===== src/hw/calendarPkg.sv =====
package calendarPkg;

	// one decimal digit, 0 to 9
	typedef logic [3:0] bcdDigit;

	// tens and units of a two digit field
	typedef struct packed {
		bcdDigit hi;
		bcdDigit lo;
	} bcdPair;

	// hour in the top byte, jiffy in the bottom byte
	typedef struct packed {
		bcdPair hour;
		bcdPair minute;
		bcdPair second;
		bcdPair jiffy;
	} timeWord;

	// century and year in the top half, then month and day
	typedef struct packed {
		bcdPair yearHi;
		bcdPair yearLo;
		bcdPair month;
		bcdPair day;
	} dateWord;

	// jiffy rate select, the spare code runs at 100 Hz
	typedef enum logic [1:0] {
		RATE_100 = 2'd0,
		RATE_60  = 2'd1,
		RATE_50  = 2'd2,
		RATE_ALT = 2'd3
	} tickRate;

	// 13:06:00.00 on 2012-06-10
	localparam timeWord RESET_TIME = 32'h1306_0000;
	localparam dateWord RESET_DATE = 32'h2012_0610;

	// next value of a two digit field
	// wraps to 00 once the field reaches top
	function automatic bcdPair bcdStep(input bcdPair value, input bcdPair top);
		bcdPair result;
		result = value;
		if (value >= top) begin
			result = '0;
		end else if (value.lo >= 4'd9) begin
			result.lo = 4'd0;
			result.hi = value.hi + 4'd1;
		end else begin
			result.lo = value.lo + 4'd1;
		end
		return result;
	endfunction

endpackage


===== src/hw/rtcRegPkg.sv =====
package rtcRegPkg;

	// register number from address bits 4..2
	typedef enum logic [2:0] {
		REG_TIME       = 3'd0,
		REG_DATE       = 3'd1,
		REG_ALARM_TIME = 3'd2,
		REG_ALARM_DATE = 3'd3,
		REG_CONTROL    = 3'd4,
		REG_SNAPSHOT   = 3'd5
	} regIndex;

	localparam int IDX_LSB = 2;
	localparam int IDX_MSB = 4;

	// one bit per alarm byte
	// bits 3..0 cover the time bytes, bits 7..4 the date bytes
	typedef logic [7:0] careMask;

	// ==================================================
	// byte lanes
	// ==================================================
	// control register
	localparam int LANE_CARE = 0;
	localparam int LANE_MODE = 1;
	// snapshot register
	localparam int LANE_SNAP       = 0;
	localparam int LANE_SNAP_ALARM = 1;

	// ==================================================
	// control word bits
	// ==================================================
	localparam int CTL_CARE_LSB = 0;
	localparam int CTL_CARE_MSB = 7;
	localparam int CTL_TOD_EN   = 8;
	localparam int CTL_RATE_LSB = 9;
	localparam int CTL_RATE_MSB = 10;

	// snapshot command bits
	localparam int SNAP_CAPTURE    = 0;
	localparam int SNAP_LOAD       = 1;
	localparam int SNAP_ALARM_LOAD = 8;

endpackage


===== src/hw/todSync.sv =====
`timescale 1ns/1ps

module todSync #(
	parameter int SYNC_STAGES = 2
) (
	input  logic clk_i,
	input  logic rst_i,
	input  logic tod_i,
	output logic todEdge_o
);

	// metastability chain, stage 0 samples the pin
	logic [SYNC_STAGES-1:0] syncChain;
	// last synchronized level, for the edge detect
	logic todLevelQ;

	always_ff @(posedge clk_i) begin
		if (rst_i) begin
			syncChain <= '0;
			todLevelQ <= 1'b0;
			todEdge_o <= 1'b0;
		end else begin
			syncChain[0] <= tod_i;
			for (int i = 1; i < SYNC_STAGES; i++) begin
				syncChain[i] <= syncChain[i-1];
			end
			todLevelQ <= syncChain[SYNC_STAGES-1];
			// registered rising edge, one clock wide
			todEdge_o <= syncChain[SYNC_STAGES-1] & ~todLevelQ;
		end
	end

endmodule


===== src/hw/timeCounter.sv =====
`timescale 1ns/1ps

module timeCounter (
	input  logic                clk_i,
	input  logic                rst_i,
	input  logic                todEdge_i,
	input  logic                todEnable_i,
	input  calendarPkg::tickRate rate_i,
	input  logic                loadTime_i,
	input  calendarPkg::timeWord loadValue_i,
	output calendarPkg::timeWord time_o,
	output logic                dayTick_o
);

	import calendarPkg::*;

	// last jiffy value for the selected rate
	bcdPair jiffyTop;
	// field at its top, so the next tick carries
	logic jiffyEnd;
	logic secondEnd;
	logic minuteEnd;
	logic hourEnd;
	logic advance;
	timeWord timeNext;

	always_comb begin
		case (rate_i)
			RATE_60:  jiffyTop = 8'h59;
			RATE_50:  jiffyTop = 8'h49;
			RATE_100,
			RATE_ALT: jiffyTop = 8'h99;
			default:  jiffyTop = 8'h99;
		endcase
	end

	assign jiffyEnd  = time_o.jiffy >= jiffyTop;
	assign secondEnd = time_o.second >= 8'h59;
	assign minuteEnd = time_o.minute >= 8'h59;
	assign hourEnd   = time_o.hour >= 8'h23;

	assign advance = todEdge_i & todEnable_i;

	// ==================================================
	// carry chain
	// ==================================================
	always_comb begin
		timeNext = time_o;
		timeNext.jiffy = bcdStep(time_o.jiffy, jiffyTop);
		if (jiffyEnd) begin
			timeNext.second = bcdStep(time_o.second, 8'h59);
		end
		if (jiffyEnd && secondEnd) begin
			timeNext.minute = bcdStep(time_o.minute, 8'h59);
		end
		// hour wraps 23 to 00, so the whole word lands on zero
		if (jiffyEnd && secondEnd && minuteEnd) begin
			timeNext.hour = bcdStep(time_o.hour, 8'h23);
		end
	end

	// last tick of the day, date counter moves on the same edge
	assign dayTick_o = advance & jiffyEnd & secondEnd & minuteEnd & hourEnd;

	always_ff @(posedge clk_i) begin
		if (rst_i) begin
			time_o <= RESET_TIME;
		end else if (loadTime_i) begin
			// snapshot load beats the tod tick
			time_o <= loadValue_i;
		end else if (advance) begin
			time_o <= timeNext;
		end
	end

endmodule


===== src/hw/dateCounter.sv =====
`timescale 1ns/1ps

module dateCounter (
	input  logic                clk_i,
	input  logic                rst_i,
	input  logic                dayTick_i,
	input  logic                loadDate_i,
	input  calendarPkg::dateWord loadValue_i,
	output calendarPkg::dateWord date_o
);

	import calendarPkg::*;

	logic leapYear;
	// last day of the current month
	bcdPair lastDay;
	logic dayEnd;
	logic monthEnd;
	logic yearLoEnd;
	dateWord dateNext;

	// two digit BCD value divisible by 4
	// 10*t + u is 2*t + u modulo 4
	function automatic logic divBy4(input bcdPair value);
		logic [1:0] residue;
		residue = {value.hi[0], 1'b0} + value.lo[1:0];
		return residue == 2'd0;
	endfunction

	// ==================================================
	// leap year and month length
	// ==================================================
	// century years count only when the century divides by 4
	assign leapYear = (date_o.yearLo == 8'h00) ? divBy4(date_o.yearHi)
		: divBy4(date_o.yearLo);

	always_comb begin
		case (date_o.month)
			8'h02:   lastDay = leapYear ? 8'h29 : 8'h28;
			8'h04,
			8'h06,
			8'h09,
			8'h11:   lastDay = 8'h30;
			default: lastDay = 8'h31;
		endcase
	end

	assign dayEnd    = date_o.day >= lastDay;
	assign monthEnd  = date_o.month >= 8'h12;
	assign yearLoEnd = date_o.yearLo >= 8'h99;

	always_comb begin
		dateNext = date_o;
		// days and months restart at 01
		dateNext.day = dayEnd ? 8'h01 : bcdStep(date_o.day, lastDay);
		if (dayEnd) begin
			dateNext.month = monthEnd ? 8'h01 : bcdStep(date_o.month, 8'h12);
		end
		if (dayEnd && monthEnd) begin
			dateNext.yearLo = bcdStep(date_o.yearLo, 8'h99);
		end
		// 9999 rolls to 0000
		if (dayEnd && monthEnd && yearLoEnd) begin
			dateNext.yearHi = bcdStep(date_o.yearHi, 8'h99);
		end
	end

	always_ff @(posedge clk_i) begin
		if (rst_i) begin
			date_o <= RESET_DATE;
		end else if (loadDate_i) begin
			date_o <= loadValue_i;
		end else if (dayTick_i) begin
			date_o <= dateNext;
		end
	end

endmodule


===== src/hw/alarmMatch.sv =====
`timescale 1ns/1ps

module alarmMatch (
	input  logic                clk_i,
	input  logic                rst_i,
	input  calendarPkg::timeWord liveTime_i,
	input  calendarPkg::dateWord liveDate_i,
	input  calendarPkg::timeWord alarmTime_i,
	input  calendarPkg::dateWord alarmDate_i,
	input  rtcRegPkg::careMask   careMask_i,
	input  logic                alarmAck_i,
	output logic                alarmIrq_o
);

	// date in the upper four bytes, time in the lower four
	logic [63:0] liveBits;
	logic [63:0] alarmBits;
	logic [7:0]  byteHit;
	logic        matchNow;
	logic        matchQ;

	assign liveBits  = {liveDate_i, liveTime_i};
	assign alarmBits = {alarmDate_i, alarmTime_i};

	// a byte without its care bit always matches
	always_comb begin
		for (int i = 0; i < 8; i++) begin
			byteHit[i] = ~careMask_i[i] | (liveBits[8*i +: 8] == alarmBits[8*i +: 8]);
		end
	end

	assign matchNow = &byteHit;

	always_ff @(posedge clk_i) begin
		if (rst_i) begin
			matchQ     <= 1'b0;
			alarmIrq_o <= 1'b0;
		end else begin
			matchQ <= matchNow;
			// set on the first cycle of a match, a new edge beats the ack
			if (matchNow & ~matchQ) begin
				alarmIrq_o <= 1'b1;
			end else if (alarmAck_i) begin
				alarmIrq_o <= 1'b0;
			end
		end
	end

endmodule


===== src/hw/rtcRegs.sv =====
`timescale 1ns/1ps

module rtcRegs #(
	parameter calendarPkg::tickRate RESET_RATE = calendarPkg::RATE_100
) (
	input  logic                 clk_i,
	input  logic                 rst_i,
	input  logic                 csIo_i,
	input  logic                 cyc_i,
	input  logic                 stb_i,
	input  logic                 we_i,
	input  logic [3:0]           sel_i,
	input  logic [31:0]          adr_i,
	input  logic [31:0]          dat_i,
	input  calendarPkg::timeWord liveTime_i,
	input  calendarPkg::dateWord liveDate_i,
	output logic                 ack_o,
	output logic [31:0]          dat_o,
	output logic                 loadTime_o,
	output logic                 loadDate_o,
	output calendarPkg::timeWord shadowTime_o,
	output calendarPkg::dateWord shadowDate_o,
	output calendarPkg::timeWord alarmTime_o,
	output calendarPkg::dateWord alarmDate_o,
	output rtcRegPkg::careMask   careMask_o,
	output logic                 todEnable_o,
	output calendarPkg::tickRate rate_o,
	output logic                 alarmAck_o
);

	import calendarPkg::*;
	import rtcRegPkg::*;

	logic        access;
	// bus inputs, one clock late
	logic        accessQ;
	logic        weQ;
	logic [3:0]  selQ;
	logic [31:0] datQ;
	regIndex     idxQ;
	logic        readQ;
	logic        writeQ;
	// snapshot actions
	logic        snapWrite;
	logic        captureNow;
	logic        loadNow;
	logic        alarmLoad;
	// alarm as written, before the alarm load
	timeWord     alarmTimeShadow;
	dateWord     alarmDateShadow;
	logic [31:0] controlWord;

	// replace only the bytes with their select set
	function automatic logic [31:0] mergeLanes(input logic [31:0] oldWord,
		input logic [31:0] newWord, input logic [3:0] lanes);
		logic [31:0] result;
		result = oldWord;
		for (int i = 0; i < 4; i++) begin
			if (lanes[i]) begin
				result[8*i +: 8] = newWord[8*i +: 8];
			end
		end
		return result;
	endfunction

	// ==================================================
	// bus select and ack
	// ==================================================
	assign access = csIo_i & cyc_i & stb_i;
	// writes ack at once, reads one clock after the select
	assign ack_o = access & (we_i | readQ);

	always_ff @(posedge clk_i) begin
		if (rst_i) begin
			accessQ <= 1'b0;
			weQ     <= 1'b0;
		end else begin
			accessQ <= access;
			weQ     <= we_i;
		end
	end

	always_ff @(posedge clk_i) begin
		selQ <= sel_i;
		datQ <= dat_i;
		idxQ <= regIndex'(adr_i[IDX_MSB:IDX_LSB]);
	end

	assign readQ  = accessQ & ~weQ;
	assign writeQ = accessQ & weQ;

	// register 5 commands act in the cycle after the ack
	assign snapWrite  = writeQ & (idxQ == REG_SNAPSHOT);
	assign captureNow = snapWrite & selQ[LANE_SNAP] & datQ[SNAP_CAPTURE];
	assign loadNow    = snapWrite & selQ[LANE_SNAP] & datQ[SNAP_LOAD];
	assign alarmLoad  = snapWrite & selQ[LANE_SNAP_ALARM] & datQ[SNAP_ALARM_LOAD];

	assign loadTime_o = loadNow;
	assign loadDate_o = loadNow;

	// reading either alarm word acknowledges the interrupt
	assign alarmAck_o = readQ & ((idxQ == REG_ALARM_TIME) || (idxQ == REG_ALARM_DATE));

	// ==================================================
	// shadow and alarm shadow words
	// ==================================================
	always_ff @(posedge clk_i) begin
		if (rst_i) begin
			shadowTime_o    <= RESET_TIME;
			shadowDate_o    <= RESET_DATE;
			alarmTimeShadow <= '0;
			alarmDateShadow <= '0;
		end else begin
			// tear free copy of the live counters
			if (captureNow) begin
				shadowTime_o <= liveTime_i;
				shadowDate_o <= liveDate_i;
			end
			if (writeQ) begin
				case (idxQ)
					REG_TIME:       shadowTime_o <= timeWord'(mergeLanes(shadowTime_o, datQ, selQ));
					REG_DATE:       shadowDate_o <= dateWord'(mergeLanes(shadowDate_o, datQ, selQ));
					REG_ALARM_TIME: alarmTimeShadow <=
						timeWord'(mergeLanes(alarmTimeShadow, datQ, selQ));
					REG_ALARM_DATE: alarmDateShadow <=
						dateWord'(mergeLanes(alarmDateShadow, datQ, selQ));
					default:        ;
				endcase
			end
		end
	end

	// control and the active alarm
	always_ff @(posedge clk_i) begin
		if (rst_i) begin
			careMask_o  <= 8'hFF;
			todEnable_o <= 1'b1;
			rate_o      <= RESET_RATE;
			alarmTime_o <= '0;
			alarmDate_o <= '0;
		end else begin
			if (writeQ && (idxQ == REG_CONTROL)) begin
				if (selQ[LANE_CARE]) begin
					careMask_o <= datQ[CTL_CARE_MSB:CTL_CARE_LSB];
				end
				if (selQ[LANE_MODE]) begin
					todEnable_o <= datQ[CTL_TOD_EN];
					rate_o      <= tickRate'(datQ[CTL_RATE_MSB:CTL_RATE_LSB]);
				end
			end
			if (alarmLoad) begin
				alarmTime_o <= alarmTimeShadow;
				alarmDate_o <= alarmDateShadow;
			end
		end
	end

	// ==================================================
	// read mux
	// ==================================================
	always_comb begin
		controlWord = '0;
		controlWord[CTL_CARE_MSB:CTL_CARE_LSB] = careMask_o;
		controlWord[CTL_TOD_EN] = todEnable_o;
		controlWord[CTL_RATE_MSB:CTL_RATE_LSB] = rate_o;
	end

	// zero outside a read, so dat_o idles low
	always_comb begin
		dat_o = '0;
		if (readQ) begin
			case (idxQ)
				REG_TIME:       dat_o = shadowTime_o;
				REG_DATE:       dat_o = shadowDate_o;
				REG_ALARM_TIME: dat_o = alarmTimeShadow;
				REG_ALARM_DATE: dat_o = alarmDateShadow;
				REG_CONTROL:    dat_o = controlWord;
				// snapshot is a command, nothing to read back
				REG_SNAPSHOT:   dat_o = '0;
				default:        dat_o = '0;
			endcase
		end
	end

endmodule


===== src/hw/rtcTop.sv =====
`timescale 1ns/1ps

module rtcTop #(
	parameter int                   SYNC_STAGES = 2,
	parameter calendarPkg::tickRate RESET_RATE  = calendarPkg::RATE_100
) (
	input  logic        clk_i,
	input  logic        rst_i,
	input  logic        csIo_i,
	input  logic        cyc_i,
	input  logic        stb_i,
	input  logic        we_i,
	input  logic [3:0]  sel_i,
	input  logic [31:0] adr_i,
	input  logic [31:0] dat_i,
	input  logic        tod_i,
	output logic        ack_o,
	output logic [31:0] dat_o,
	output logic        alarmIrq_o
);

	import calendarPkg::*;
	import rtcRegPkg::*;

	// live counters
	timeWord liveTime;
	dateWord liveDate;
	// register block to the counters
	timeWord shadowTime;
	dateWord shadowDate;
	logic    loadTime;
	logic    loadDate;
	logic    todEnable;
	tickRate rate;
	// register block to the alarm
	timeWord alarmTime;
	dateWord alarmDate;
	careMask alarmCare;
	logic    alarmAck;
	// tod path
	logic    todEdge;
	logic    dayTick;

	// ==================================================
	// bus and registers
	// ==================================================
	rtcRegs #(
		.RESET_RATE(RESET_RATE)
	) regs (
		.clk_i       (clk_i),
		.rst_i       (rst_i),
		.csIo_i      (csIo_i),
		.cyc_i       (cyc_i),
		.stb_i       (stb_i),
		.we_i        (we_i),
		.sel_i       (sel_i),
		.adr_i       (adr_i),
		.dat_i       (dat_i),
		.liveTime_i  (liveTime),
		.liveDate_i  (liveDate),
		.ack_o       (ack_o),
		.dat_o       (dat_o),
		.loadTime_o  (loadTime),
		.loadDate_o  (loadDate),
		.shadowTime_o(shadowTime),
		.shadowDate_o(shadowDate),
		.alarmTime_o (alarmTime),
		.alarmDate_o (alarmDate),
		.careMask_o  (alarmCare),
		.todEnable_o (todEnable),
		.rate_o      (rate),
		.alarmAck_o  (alarmAck)
	);

	// ==================================================
	// tod pulse and counters
	// ==================================================
	todSync #(
		.SYNC_STAGES(SYNC_STAGES)
	) todIn (
		.clk_i    (clk_i),
		.rst_i    (rst_i),
		.tod_i    (tod_i),
		.todEdge_o(todEdge)
	);

	timeCounter timeCnt (
		.clk_i      (clk_i),
		.rst_i      (rst_i),
		.todEdge_i  (todEdge),
		.todEnable_i(todEnable),
		.rate_i     (rate),
		.loadTime_i (loadTime),
		.loadValue_i(shadowTime),
		.time_o     (liveTime),
		.dayTick_o  (dayTick)
	);

	dateCounter dateCnt (
		.clk_i      (clk_i),
		.rst_i      (rst_i),
		.dayTick_i  (dayTick),
		.loadDate_i (loadDate),
		.loadValue_i(shadowDate),
		.date_o     (liveDate)
	);

	// alarm compare and interrupt
	alarmMatch alarm (
		.clk_i      (clk_i),
		.rst_i      (rst_i),
		.liveTime_i (liveTime),
		.liveDate_i (liveDate),
		.alarmTime_i(alarmTime),
		.alarmDate_i(alarmDate),
		.careMask_i (alarmCare),
		.alarmAck_i (alarmAck),
		.alarmIrq_o (alarmIrq_o)
	);

endmodule


===== config.mk =====
export PLATFORM = sky130hd
export DESIGN_NAME = rtcTop
export DESIGN_NICKNAME = d
export VERILOG_FILES = /design/src/hw/calendarPkg.sv /design/src/hw/rtcRegPkg.sv /design/src/hw/todSync.sv /design/src/hw/timeCounter.sv /design/src/hw/dateCounter.sv /design/src/hw/alarmMatch.sv /design/src/hw/rtcRegs.sv /design/src/hw/rtcTop.sv
export SDC_FILE = /design/constraint.sdc
export NUM_CORES = 1
export LEC_CHECK = 0
export ABC_CLOCK_PERIOD_IN_PS = 4400
export BUFFER_PORTS_ARGS = -buffer_cell sky130_fd_sc_hd__buf_2
export CAP_MARGIN = 10
export CORE_MARGIN = 8
export CORE_UTILIZATION = 55
export CTS_BUF_LIST = sky130_fd_sc_hd__clkbuf_16
export DETAILED_ROUTE_END_ITERATION = 16
export GPL_TIMING_DRIVEN = 0
export PLACE_DENSITY = 0.74
export SLEW_MARGIN = 30
export SYNTH_ARGS = -nofsm -noshare
export SYNTH_HDL_FRONTEND = slang
export SYNTH_SLANG_ARGS = --single-unit

===== constraint.sdc =====
create_clock -name clk_i -period 4.4 [get_ports clk_i]
set_input_delay 0.22 -clock clk_i [delete_from_list [all_inputs] [get_ports clk_i]]
set_output_delay 0.22 -clock clk_i [all_outputs]
set_load 0.1 [all_outputs]

Word-level counts from Yosys, hierarchy flattened
Index checks and enable logic that the tools add are counted.
- flip-flop bits (word level): 314
- input bits: 75
- mux-type cells: 52
- bitwise operators: 39
- add/subtract/negate cells: 18
- reduce and logical (&&, ||, !) cells: 55
- equal/unequal tests: 29
- $lt $le $gt $ge: 16
- operator list (operator ; number):
    two-way mux 32 bit ; 11
    one-hot mux 32 bit (5 select lines) ; 1
    two-way mux 8 bit ; 18
    adder 4 x 1 -> 4 bit, second input constant ; 16
    equality test 8 bit ; 8
    two-way mux 4 bit ; 16
    AND reduction 3 bit ; 14
    >= comparator 4 bit, second input constant ; 8
    inequality test 3 x 2 -> 1 bit, second input constant ; 8
    one-hot mux 8 bit (3 select lines) ; 1
    nonzero test 3 bit ; 8
    AND reduction 2 bit ; 10
    bitwise AND 1 bit ; 19
    nonzero test 2 bit ; 9
    equality test 8 x 3 -> 1 bit, second input constant ; 2
    >= comparator 8 x 7 -> 1 bit, second input constant ; 2
    >= comparator 8 bit ; 2
    >= comparator 8 bit, second input constant ; 2
    one-hot mux 8 bit (2 select lines) ; 1
    inverter 1 bit ; 11
    bitwise OR 1 bit ; 9
    equality test 8 x 2 -> 1 bit, second input constant ; 1
    equality test 8 x 4 -> 1 bit, second input constant ; 1
    equality test 8 x 5 -> 1 bit, second input constant ; 1
    17 further kinds ; 30

Logic depth before layout (Yosys ltp)
Gate-level depths: netlist (run 1).
- depth after elaboration: 11
- gate-level depth with buffers: 15
- mapped depth without buffers: 14

Hierarchy
Synthesis (run 1) repeated with hierarchy kept, for this count alone.
- cells, all modules: 1820
- area, all modules: 16744.8 um2
- by module, submodules not included (module ; cells an instance ; instances ; area an instance (um2)):
    rtcRegs ; 1157 ; 1 ; 11198.2
    dateCounter ; 286 ; 1 ; 2419.8
    timeCounter ; 273 ; 1 ; 2220.9
    alarmMatch ; 96 ; 1 ; 794.5
    todSync ; 8 ; 1 ; 111.4

Least setup slack after synthesis (run 1)
Ideal clock, no wire load.
- path type: reg-to-output
- start: register regs.idxQ[1]
- end: output port dat_o[30]
- stages on the path, launching flop included: 5
- data required time: 4.180 ns
- path buffers: 2
- setup slack: 0.942 ns
- arrival: 3.238 ns
- path through: dfxtp_1 buf_2 buf_2 mux4_2 nor3b_1
- word-level cells in the longest chain between the ends: 3
- elaborated cells on any way between the ends: 7
- ends and longest elaborated chain (item ; line ; text):
    start, declared ; rtcRegs.sv:40 ; regIndex idxQ;
    start signal, assigned ; rtcRegs.sv:86 ; idxQ <= regIndex'(adr_i[IDX_MSB:IDX_LSB]);
    equality test 3 bit (tied with other cells) ; rtcRegs.sv:172 ; case (idxQ)
    one-hot mux 32 bit (5 select lines) (*) ; rtcRegs.sv:172 ;
    two-way mux 32 bit (*) ; rtcRegs.sv:171 ; if (readQ) begin
    end, declared ; rtcTop.sv:18 ; output logic [31:0] dat_o,
Mark *: on every way between the ends. The rest lies on a longest branch, timed or not.

Worst setup path after layout (run 1)
- start: register dateCnt.date_o[12] in the netlist's numbering
- end: register dateCnt.date_o[8] in the netlist's numbering
- word-level cells in the longest chain between the ends: 6
- elaborated cells on any way between the ends: 15
- ends and longest elaborated chain (item ; line ; text):
    start, declared ; dateCounter.sv:9 ; output calendarPkg::dateWord date_o
    start signal, assigned ; dateCounter.sv:72 ; date_o <= loadValue_i;
    start signal, assigned ; dateCounter.sv:74 ; date_o <= dateNext;
    equality test 8 x 3 -> 1 bit (tied with other cells) ; dateCounter.sv:38 ; case (date_o.month)
    OR reduction 4 bit ; dateCounter.sv:38 ;
    one-hot mux 8 bit (2 select lines) ; dateCounter.sv:38 ;
    >= comparator 8 bit ; dateCounter.sv:48 ; assign dayEnd = date_o.day >= lastDay;
    nonzero test 2 bit (no line) ; n/a ;
    AND reduction 2 bit (no line) ; n/a ;
Parallel ways exist; a longest one is shown, timed or not. The select of a mux whose other input is x is not followed.
A chain may end at the register's enable or synchronous reset.

==> results of run 1 <==
-- state kept, by name, summed over array words and instances (netlist names), 3 cells and up --
signal and cells:
regs.alarmDateShadow 32, regs.datQ 32, regs.idxQ 3, regs.selQ 4
regs.careMask_o 8, regs.alarmDate_o 32, regs.shadowDate_o 32, regs.shadowTime_o 32
dateCnt.date_o 32, timeCnt.time_o 32, regs.alarmTimeShadow 32, regs.alarmTime_o 32
-- routing by layer --
layer  wire [microns]  vias up  GRT usage (%)  part of all wire (%)
li1                 -     6556              -                     -
met5                0        -              0                     0
met1            22100     6937           42.5                    38
met2            24700     1048           52.8                    42
met3             6540      271           7.18                    11
met4             4930        0           25.8                   8.5
-- cells in the final DEF (no fill, tap or decap), types with 25 or more instances in the layout --
cell / count
sky130_fd_sc_hd__inv_1: 59
sky130_fd_sc_hd__a21oi_1: 169
sky130_fd_sc_hd__clkbuf_1: 76
sky130_fd_sc_hd__clkbuf_16: 37
sky130_fd_sc_hd__xnor2_1: 60
sky130_fd_sc_hd__nand3_1: 75
sky130_fd_sc_hd__a211oi_1: 25
sky130_fd_sc_hd__o21ai_0: 38
sky130_fd_sc_hd__nor3_1: 66
sky130_fd_sc_hd__nand2_1: 250
sky130_fd_sc_hd__o22ai_1: 48
sky130_fd_sc_hd__dlygate4sd3_1: 43
sky130_fd_sc_hd__dfxtp_1: 314
sky130_fd_sc_hd__a22oi_1: 45
sky130_fd_sc_hd__nor2_1: 202
sky130_fd_sc_hd__ha_1: 49
sky130_fd_sc_hd__buf_2: 97
sky130_fd_sc_hd__mux2i_1: 58
-- per-stage QoR --
step                worst slack (ns)  power (mW)
floorplan                      0.942        3.06
global placement               0.475        3.18
detailed placement             0.476        3.18
CTS                            0.462        5.98
global route                   0.227        6.11
finish                         0.336        6.00
-- timing repair --
item | 4_1_cts | 5_1_grt
resized for setup | 0 | 1
hold buffers | 43 | 0
endpoints found under the setup margin | 0 | 1
setup buffers | 0 | 0
endpoints found under the hold margin | 42 | 0
-- worst max-delay path by stage --
| stage | to | slack [ns] |
|---|---|---|
| finish | dateCnt.date_o[8] | 0.34 |
| global route | dateCnt.date_o[8] | 0.23 |
| CTS | dateCnt.date_o[30] | 0.46 |
| floorplan | dat_o[30] | 0.94 |
| global placement | dateCnt.date_o[8] | 0.48 |
| detailed placement | dateCnt.date_o[30] | 0.48 |
-- cell usage after synthesis, types with 9 or more instances --
master                     count  share of area [%]
sky130_fd_sc_hd__nand4_1      21               0.89
sky130_fd_sc_hd__dfxtp_1     314                 43
sky130_fd_sc_hd__o21ai_0      38                1.3
sky130_fd_sc_hd__clkbuf_1     79                2.0
sky130_fd_sc_hd__mux2i_1      58                3.9
sky130_fd_sc_hd__o211ai_1     13               0.66
sky130_fd_sc_hd__ha_1         49                4.2
sky130_fd_sc_hd__a221oi_1     11               0.65
sky130_fd_sc_hd__inv_1        46                1.2
sky130_fd_sc_hd__nand2_1     250                6.4
sky130_fd_sc_hd__xor2_1       14               0.83
sky130_fd_sc_hd__o22ai_1      48                2.0
sky130_fd_sc_hd__a21o_1        9               0.46
sky130_fd_sc_hd__nand3_1      75                2.5
sky130_fd_sc_hd__a21oi_1     170                5.8
sky130_fd_sc_hd__xnor2_1      60                3.6
sky130_fd_sc_hd__buf_2        18               0.61
sky130_fd_sc_hd__a211oi_1     25                1.3
sky130_fd_sc_hd__nor2b_1       9               0.38
sky130_fd_sc_hd__nor3_1       66                2.2
sky130_fd_sc_hd__nor2_1      202                5.1
sky130_fd_sc_hd__a22oi_1      45                2.3
sky130_fd_sc_hd__mux2_2       21                1.6
-- cell families after synthesis --
group,synth area share [%]
xor gates and xnor gates,4.39
adders and majority gates,4.15
and+or+nand+nor,20.9
AOI/OAI and AO/OA,18.0
buffers and inverters,4.20
DFF,42.6
muxes,5.69
-- report_power, final --
part	leakage, nW	switching, mW	internal [mW]	total, mW
clock	0.577	1.20	1.63	2.84
combinational	3.69	0.173	0.0770	0.250
sequential	2.55	0.0519	2.87	2.92
-- worst min-delay path, cell delays in order --
cell and delay [ns]:
sky130_fd_sc_hd__buf_2 0.14, sky130_fd_sc_hd__clkbuf_1 0.23, sky130_fd_sc_hd__nor2b_1 0.17
-- area by class of cell --
cell class	count	area, sq um	area share [%]
Multi-Input combinational cell	1300	7870	46.0
Inverter	46	173	1.01
Clock buffer	37	926	5.41
Tap cell	341	427	2.49
Sequential cell	314	6290	36.7
Clock inverter	26	163	0.950
Timing Repair Buffer	122	826	4.82
Buffer	107	450	2.63
==> impl_metrics.py, run 1 <==
metrics = {
    "global_routing": {
        "grt_remaining_overflow": 0,
        "grt_first_pass_wirelength_microns": 86000,
        "grt_start_max_net_pins": 14,
        "grt_usage_pct": 34.5,
        "first_global_vias": 14100,
        "number_of_antenna_violations_at_the_first_check_in_global_routing": 1,
    },
    "place": {
        "place.detailed.instances": 2187,
        "buffer_ports.inserted": 79,
        "place_area_sq_um": 15600,
        "dp_hpwl_microns": 41600,
        "place.gp.congestion": 1.01,
    },
    "clocking": {
        "cts_buffers": 35,
        "cts_h_tree_depth": 2,
        "worst_skew_pair.late_latency_ns": 0.52,
        "cts-root-to-sink-buffers": 3,
        "root_buffer": "sky130_fd_sc_hd__clkbuf_16",
        "cts_num_sinks": 314,
        "cts_tree": "built",
        "cts.reportedPaths.clkPinSlew_ns": 0.06,
    },
    "logic_synthesis": {
        "synth.yosys.warnings": 0,
        "synth_nets": 1891,
        "avgSynthCellArea_sq_um": 8.35,
        "postSynth.topFlopCell": "sky130_fd_sc_hd__dfxtp_1",
        "post_synth_instance_area_sq_um": 14800,
        "ys_types": 78,
        "postSynthCellCount": 1767,
        "postSynth.asyncResetShare_pct": 0,
        "synth-seq-cells": 314,
        "synth_enable_flop_cells": 0,
        "ys_seq_area_share_pct": 42.6,
    },
    "timing": {
        "holdWs_ns": 0.282,
        "timing.setup.tns_ns": 0,
        "final_max_slew_viol_count": 0,
        "fin_crit_share_pct": 92.4,
        "timing.final.hold_violations": 0,
        "min_period_ns": 4.06,
        "grt_setup_unrepaired": "no",
        "worst_slew_margin_relative_to_its_limit_pct": 23.7,
        "fmax_ghz": 0.246,
        "fin_worst_skew_ns": 0.0177,
        "setup_viol": 0,
        "timing_worst_slew_pin_value_ns": 1.14,
    },
    "worst_setup_path": {
        "required_ns": 4.79,
        "worst-setup-path-type": "flip-flop to flip-flop",
        "crit_slowest_cell": "sky130_fd_sc_hd__nor4_4",
        "critPathCaptureType": "flip-flop",
        "timing.rr.start": "dateCnt.date_o[12]",
        "critical_path.max_stage_delay_ns": 0.54,
        "crit_arrival_ns": 4.45,
        "worst_setup_path_startpoint": "dateCnt.date_o[12]",
        "rr_worst_depth": 15,
        "crit_fanout": 10,
        "crit_start_category": "flip-flop",
        "path_cells": "inv_1 > ha_1 > nor2b_1 > o211ai_1 > a21boi_1 > nand2_1 > o31a_1 > ha_1 > nor4b_1 > o221ai_1 > nor2_1 > nor4_4 > buf_6 > mux2i_1 > nor2_1",
        "rrSetupSlack_ns": 0.34,
        "timing.critical_path.max_delay_family": "simple AND/OR/NAND/NOR gates",
        "critical_path.reg2reg.endpoint": "dateCnt.date_o[8]",
        "worst-path-stages": 15,
        "cp.buffers_inverters": 2,
    },
    "die": {
        "num_io_pins": 109,
        "initial_utilization_pct": 55.4,
        "design.core.area_sq_um": 26700,
        "die-area_sq_um": 32300,
        "die_height_microns": 180,
        "die_w_microns": 180,
        "placement_row_count": 60,
    },
    "power_and_ir_drop": {
        "power.static_leakage_nw": 6.82,
        "peakVddDrop_mv": 0.294,
        "power.density_nw_per_um2": 351,
    },
    "hold_path": {
        "hp-class": "primary input to flip-flop",
        "min_delay_worst_endpoint": "todIn.todLevelQ",
        "timing.hold.worst.start": "rst_i",
        "hold_depth": 3,
    },
    "finish": {
        "finished_layout_cells": 2293,
        "antenna_cells": 0,
        "area_growth_pct": 16.0,
        "fin_area_sq_um": 17100,
        "filler_cell_count": 2338,
        "drive_above_1_share_pct": 10.1,
        "finalCoreUtilization_pct": 64.2,
        "design.final.nets": 2050,
    },
    "route": {
        "detail_route.first_pass.iterations": 6,
        "dr_total_vias": 14800,
        "route.final.wire_length_microns": 58300,
        "drt_first_iter_violations": 1846,
        "post_drt_via_cell_ratio": 6.46,
        "drtAntennaViolNets": 0,
        "route.detailed.wl_per_inst_microns": 25.4,
        "drc_errors": 0,
    },
    "job": {
        "cap_violations": 0,
    },
    "run_status": {
        "outcome": "finished, final reports clean",
    },
}
Power figures use the tool's default switching activity.
==> run 2: changes to the inputs <==
Settings changed: REMOVE_ABC_BUFFERS from default to 1.
==> run 2 against run 1 <==
  * Cell area is 0.25% higher
  * Fmax is 2.3% higher
  * Combinational power is 27% lower
  * Die area stayed put
  * Core utilization is 0.16 points higher
  * Largest cell class unchanged
  * Largest power group unchanged
  * Sequential power hardly changed
  * First-iteration DRC count is 20% lower
  * Hold slack worse by 0.17 ns
==> impl_metrics.py, run 2 (synthesis gave the netlist of run 1 again) <==
metrics = {
    "route": {
        "dr_total_vias": 13600,
        "drc_errors": 0,
        "route.detailed.wl_per_inst_microns": 19.7,
        "route.final.wire_length_microns": 43700,
        "drtAntennaViolNets": 0,
        "drt_first_iter_violations": 1478,
        "post_drt_via_cell_ratio": 6.15,
        "detail_route.first_pass.iterations": 5,
    },
    "die": {
        "die-area_sq_um": 32300,
        "design.core.area_sq_um": 26700,
        "die_height_microns": 180,
        "die_w_microns": 180,
        "num_io_pins": 109,
        "placement_row_count": 60,
        "initial_utilization_pct": 55.4,
    },
    "worst_setup_path": {
        "worst_setup_path_startpoint": "dateCnt.date_o[13]",
        "worst-setup-path-type": "flip-flop to flip-flop",
        "critical_path.max_stage_delay_ns": 0.69,
        "crit_slowest_cell": "sky130_fd_sc_hd__nor2_1",
        "crit_start_category": "flip-flop",
        "crit_fanout": 6,
        "timing.rr.start": "dateCnt.date_o[13]",
        "critPathCaptureType": "flip-flop",
        "timing.critical_path.max_delay_family": "simple AND/OR/NAND/NOR gates",
        "crit_arrival_ns": 4.39,
        "path_cells": "inv_1 > ha_1 > nor2b_1 > o211ai_1 > a21boi_0 > nand2_1 > o31a_1 > ha_1 > nor4b_1 > o221ai_1 > nor2_1 > nor4_4 > buf_4 > buf_4 > a221oi_1",
        "required_ns": 4.82,
        "cp.buffers_inverters": 3,
    },
    "place": {
        "buffer_ports.inserted": 79,
        "pre_cts_slack_ns": 0.365,
        "place.gp.congestion": 0.883,
        "dp_hpwl_microns": 29100,
        "place_area_sq_um": 15600,
    },
    "timing": {
        "timing_worst_slew_pin_value_ns": 0.950,
        "fin_crit_share_pct": 90.3,
        "grt_setup_unrepaired": "no",
        "min_period_ns": 3.97,
        "fmax_ghz": 0.252,
        "fin_worst_skew_ns": 0.0171,
        "worst_slew_margin_relative_to_its_limit_pct": 35.8,
        "final_critical_path_setup_slack_ns": 0.427,
        "timing.final.hold_violations": 0,
        "final_max_slew_viol_count": 0,
        "timing.setup.tns_ns": 0,
        "setup_viol": 0,
    },
    "finish": {
        "design.final.nets": 1973,
        "fin_area_sq_um": 17200,
        "filler_cell_count": 2210,
        "antenna_cells": 0,
        "finalCoreUtilization_pct": 64.4,
        "final_common_cell": "sky130_fd_sc_hd__dfxtp_1",
        "area_growth_pct": 16.2,
        "drive_above_1_share_pct": 11.4,
        "most-common-layout-cells": "sky130_fd_sc_hd__dfxtp_1, sky130_fd_sc_hd__nand2_1, sky130_fd_sc_hd__nor2_1",
    },
    "global_routing": {
        "gr-usage-met1_pct": 33.8,
        "globalRouteMet2Util_pct": 42.1,
        "peak_usage_layer_in_the_global_routing_report": "met2",
        "grt_start_max_net_pins": 110,
        "first_global_vias": 13000,
        "number_of_antenna_violations_at_the_first_check_in_global_routing": 0,
        "use_met3_pct": 4.44,
        "grt_usage_pct": 25.9,
        "grt_first_pass_wirelength_microns": 69500,
        "grt_remaining_overflow": 0,
    },
    "clocking": {
        "cts.reportedPaths.clkPinSlew_ns": 0.06,
        "number_of_resized_instances_in_the_post_cts_repair_step": 0,
        "worst_skew_pair.late_latency_ns": 0.51,
        "cts_buffers": 36,
        "root_buffer": "sky130_fd_sc_hd__clkbuf_16",
        "cts_h_tree_depth": 2,
        "cts_num_sinks": 314,
        "cts-root-to-sink-buffers": 3,
        "cts_tree": "built",
    },
    "power_and_ir_drop": {
        "power.static_leakage_nw": 6.84,
        "peakVddDrop_mv": 0.313,
        "power.density_nw_per_um2": 352,
    },
    "run_status": {
        "outcome": "finished, final reports clean",
    },
    "hold_path": {
        "hp-class": "primary input to flip-flop",
        "timing.hold.worst.start": "rst_i",
    },
    "job": {
        "cap_violations": 0,
    },
}
[run 2: cell types whose count changed in the layout (fill, tap and decap cells not counted), sizes merged]
cell / previous run / this run
bufinv: 2 / 4
clkinv: 9 / 10
buf: 107 / 108
inv: 59 / 58
clkinvlp: 2 / 1
clkbuf: 116 / 37
[run 2: where the power goes]
part / internal (mW) / switching (mW)
logic: 0.0782 / 0.104
registers: 2.87 / 0.0658
clock network: 1.75 / 1.17
total: 4.70 / 1.34
[run 2: worst paths after layout]
path / end / slack (ns) / cells after the start
setup / recovery: dateCnt.date_o[28] / 0.43 / 15
hold / removal: regs.alarmDate_o[25] / 0.12 / 2
setup reg to reg: dateCnt.date_o[28] / 0.43 / 15
hold reg to reg: todIn.todEdge_o / 0.39 / 1
[run 2: area by class of cell]
type                            instances  area, sq um  area share [%]
Clock buffer                           37          926            5.40
Clock inverter                         27          215            1.25
Inverter                               46          173            1.01
Multi-Input combinational cell       1300         7920            46.1
Sequential cell                       314         6290            36.7
Tap cell                              341          427            2.49
Timing Repair Buffer                  151         1210            7.06
[run 2: stage by stage]
step                hold WS [ns]  power [mW]  cells
global placement           0.322        3.13   2080
global route               0.163        6.19   2216
CTS                        0.137        6.06   2213
finish                     0.116        6.04   2216
floorplan                  0.248        3.02   1660
detailed placement         0.324        3.14   2106
[run 2: worst reg2reg max path, delay by kind of cell (launching register included)]
| kind | cells | cell delay (ns) |
|---|---|---|
| buf+inv | 3 | 0.45 |
| compound gates | 5 | 1.23 |
| fa+ha+maj | 2 | 0.44 |
| flops | 1 | 0.35 |
| simple gates | 5 | 1.41 |
[run 2: repair_timing]
| action | CTS | global route |
|---|---|---|
| hold endpoints to repair | 42 | 0 |
| hold buffers | 43 | 0 |
| setup buffers | 0 | 3 |
| setup endpoints to repair | 0 | 3 |
[run 2: layer usage]
metal	up-vias	routed length, microns
met2	639	19900
met5	-	0
met1	6467	18400
met3	115	3720
met4	0	1660
li1	6401	-
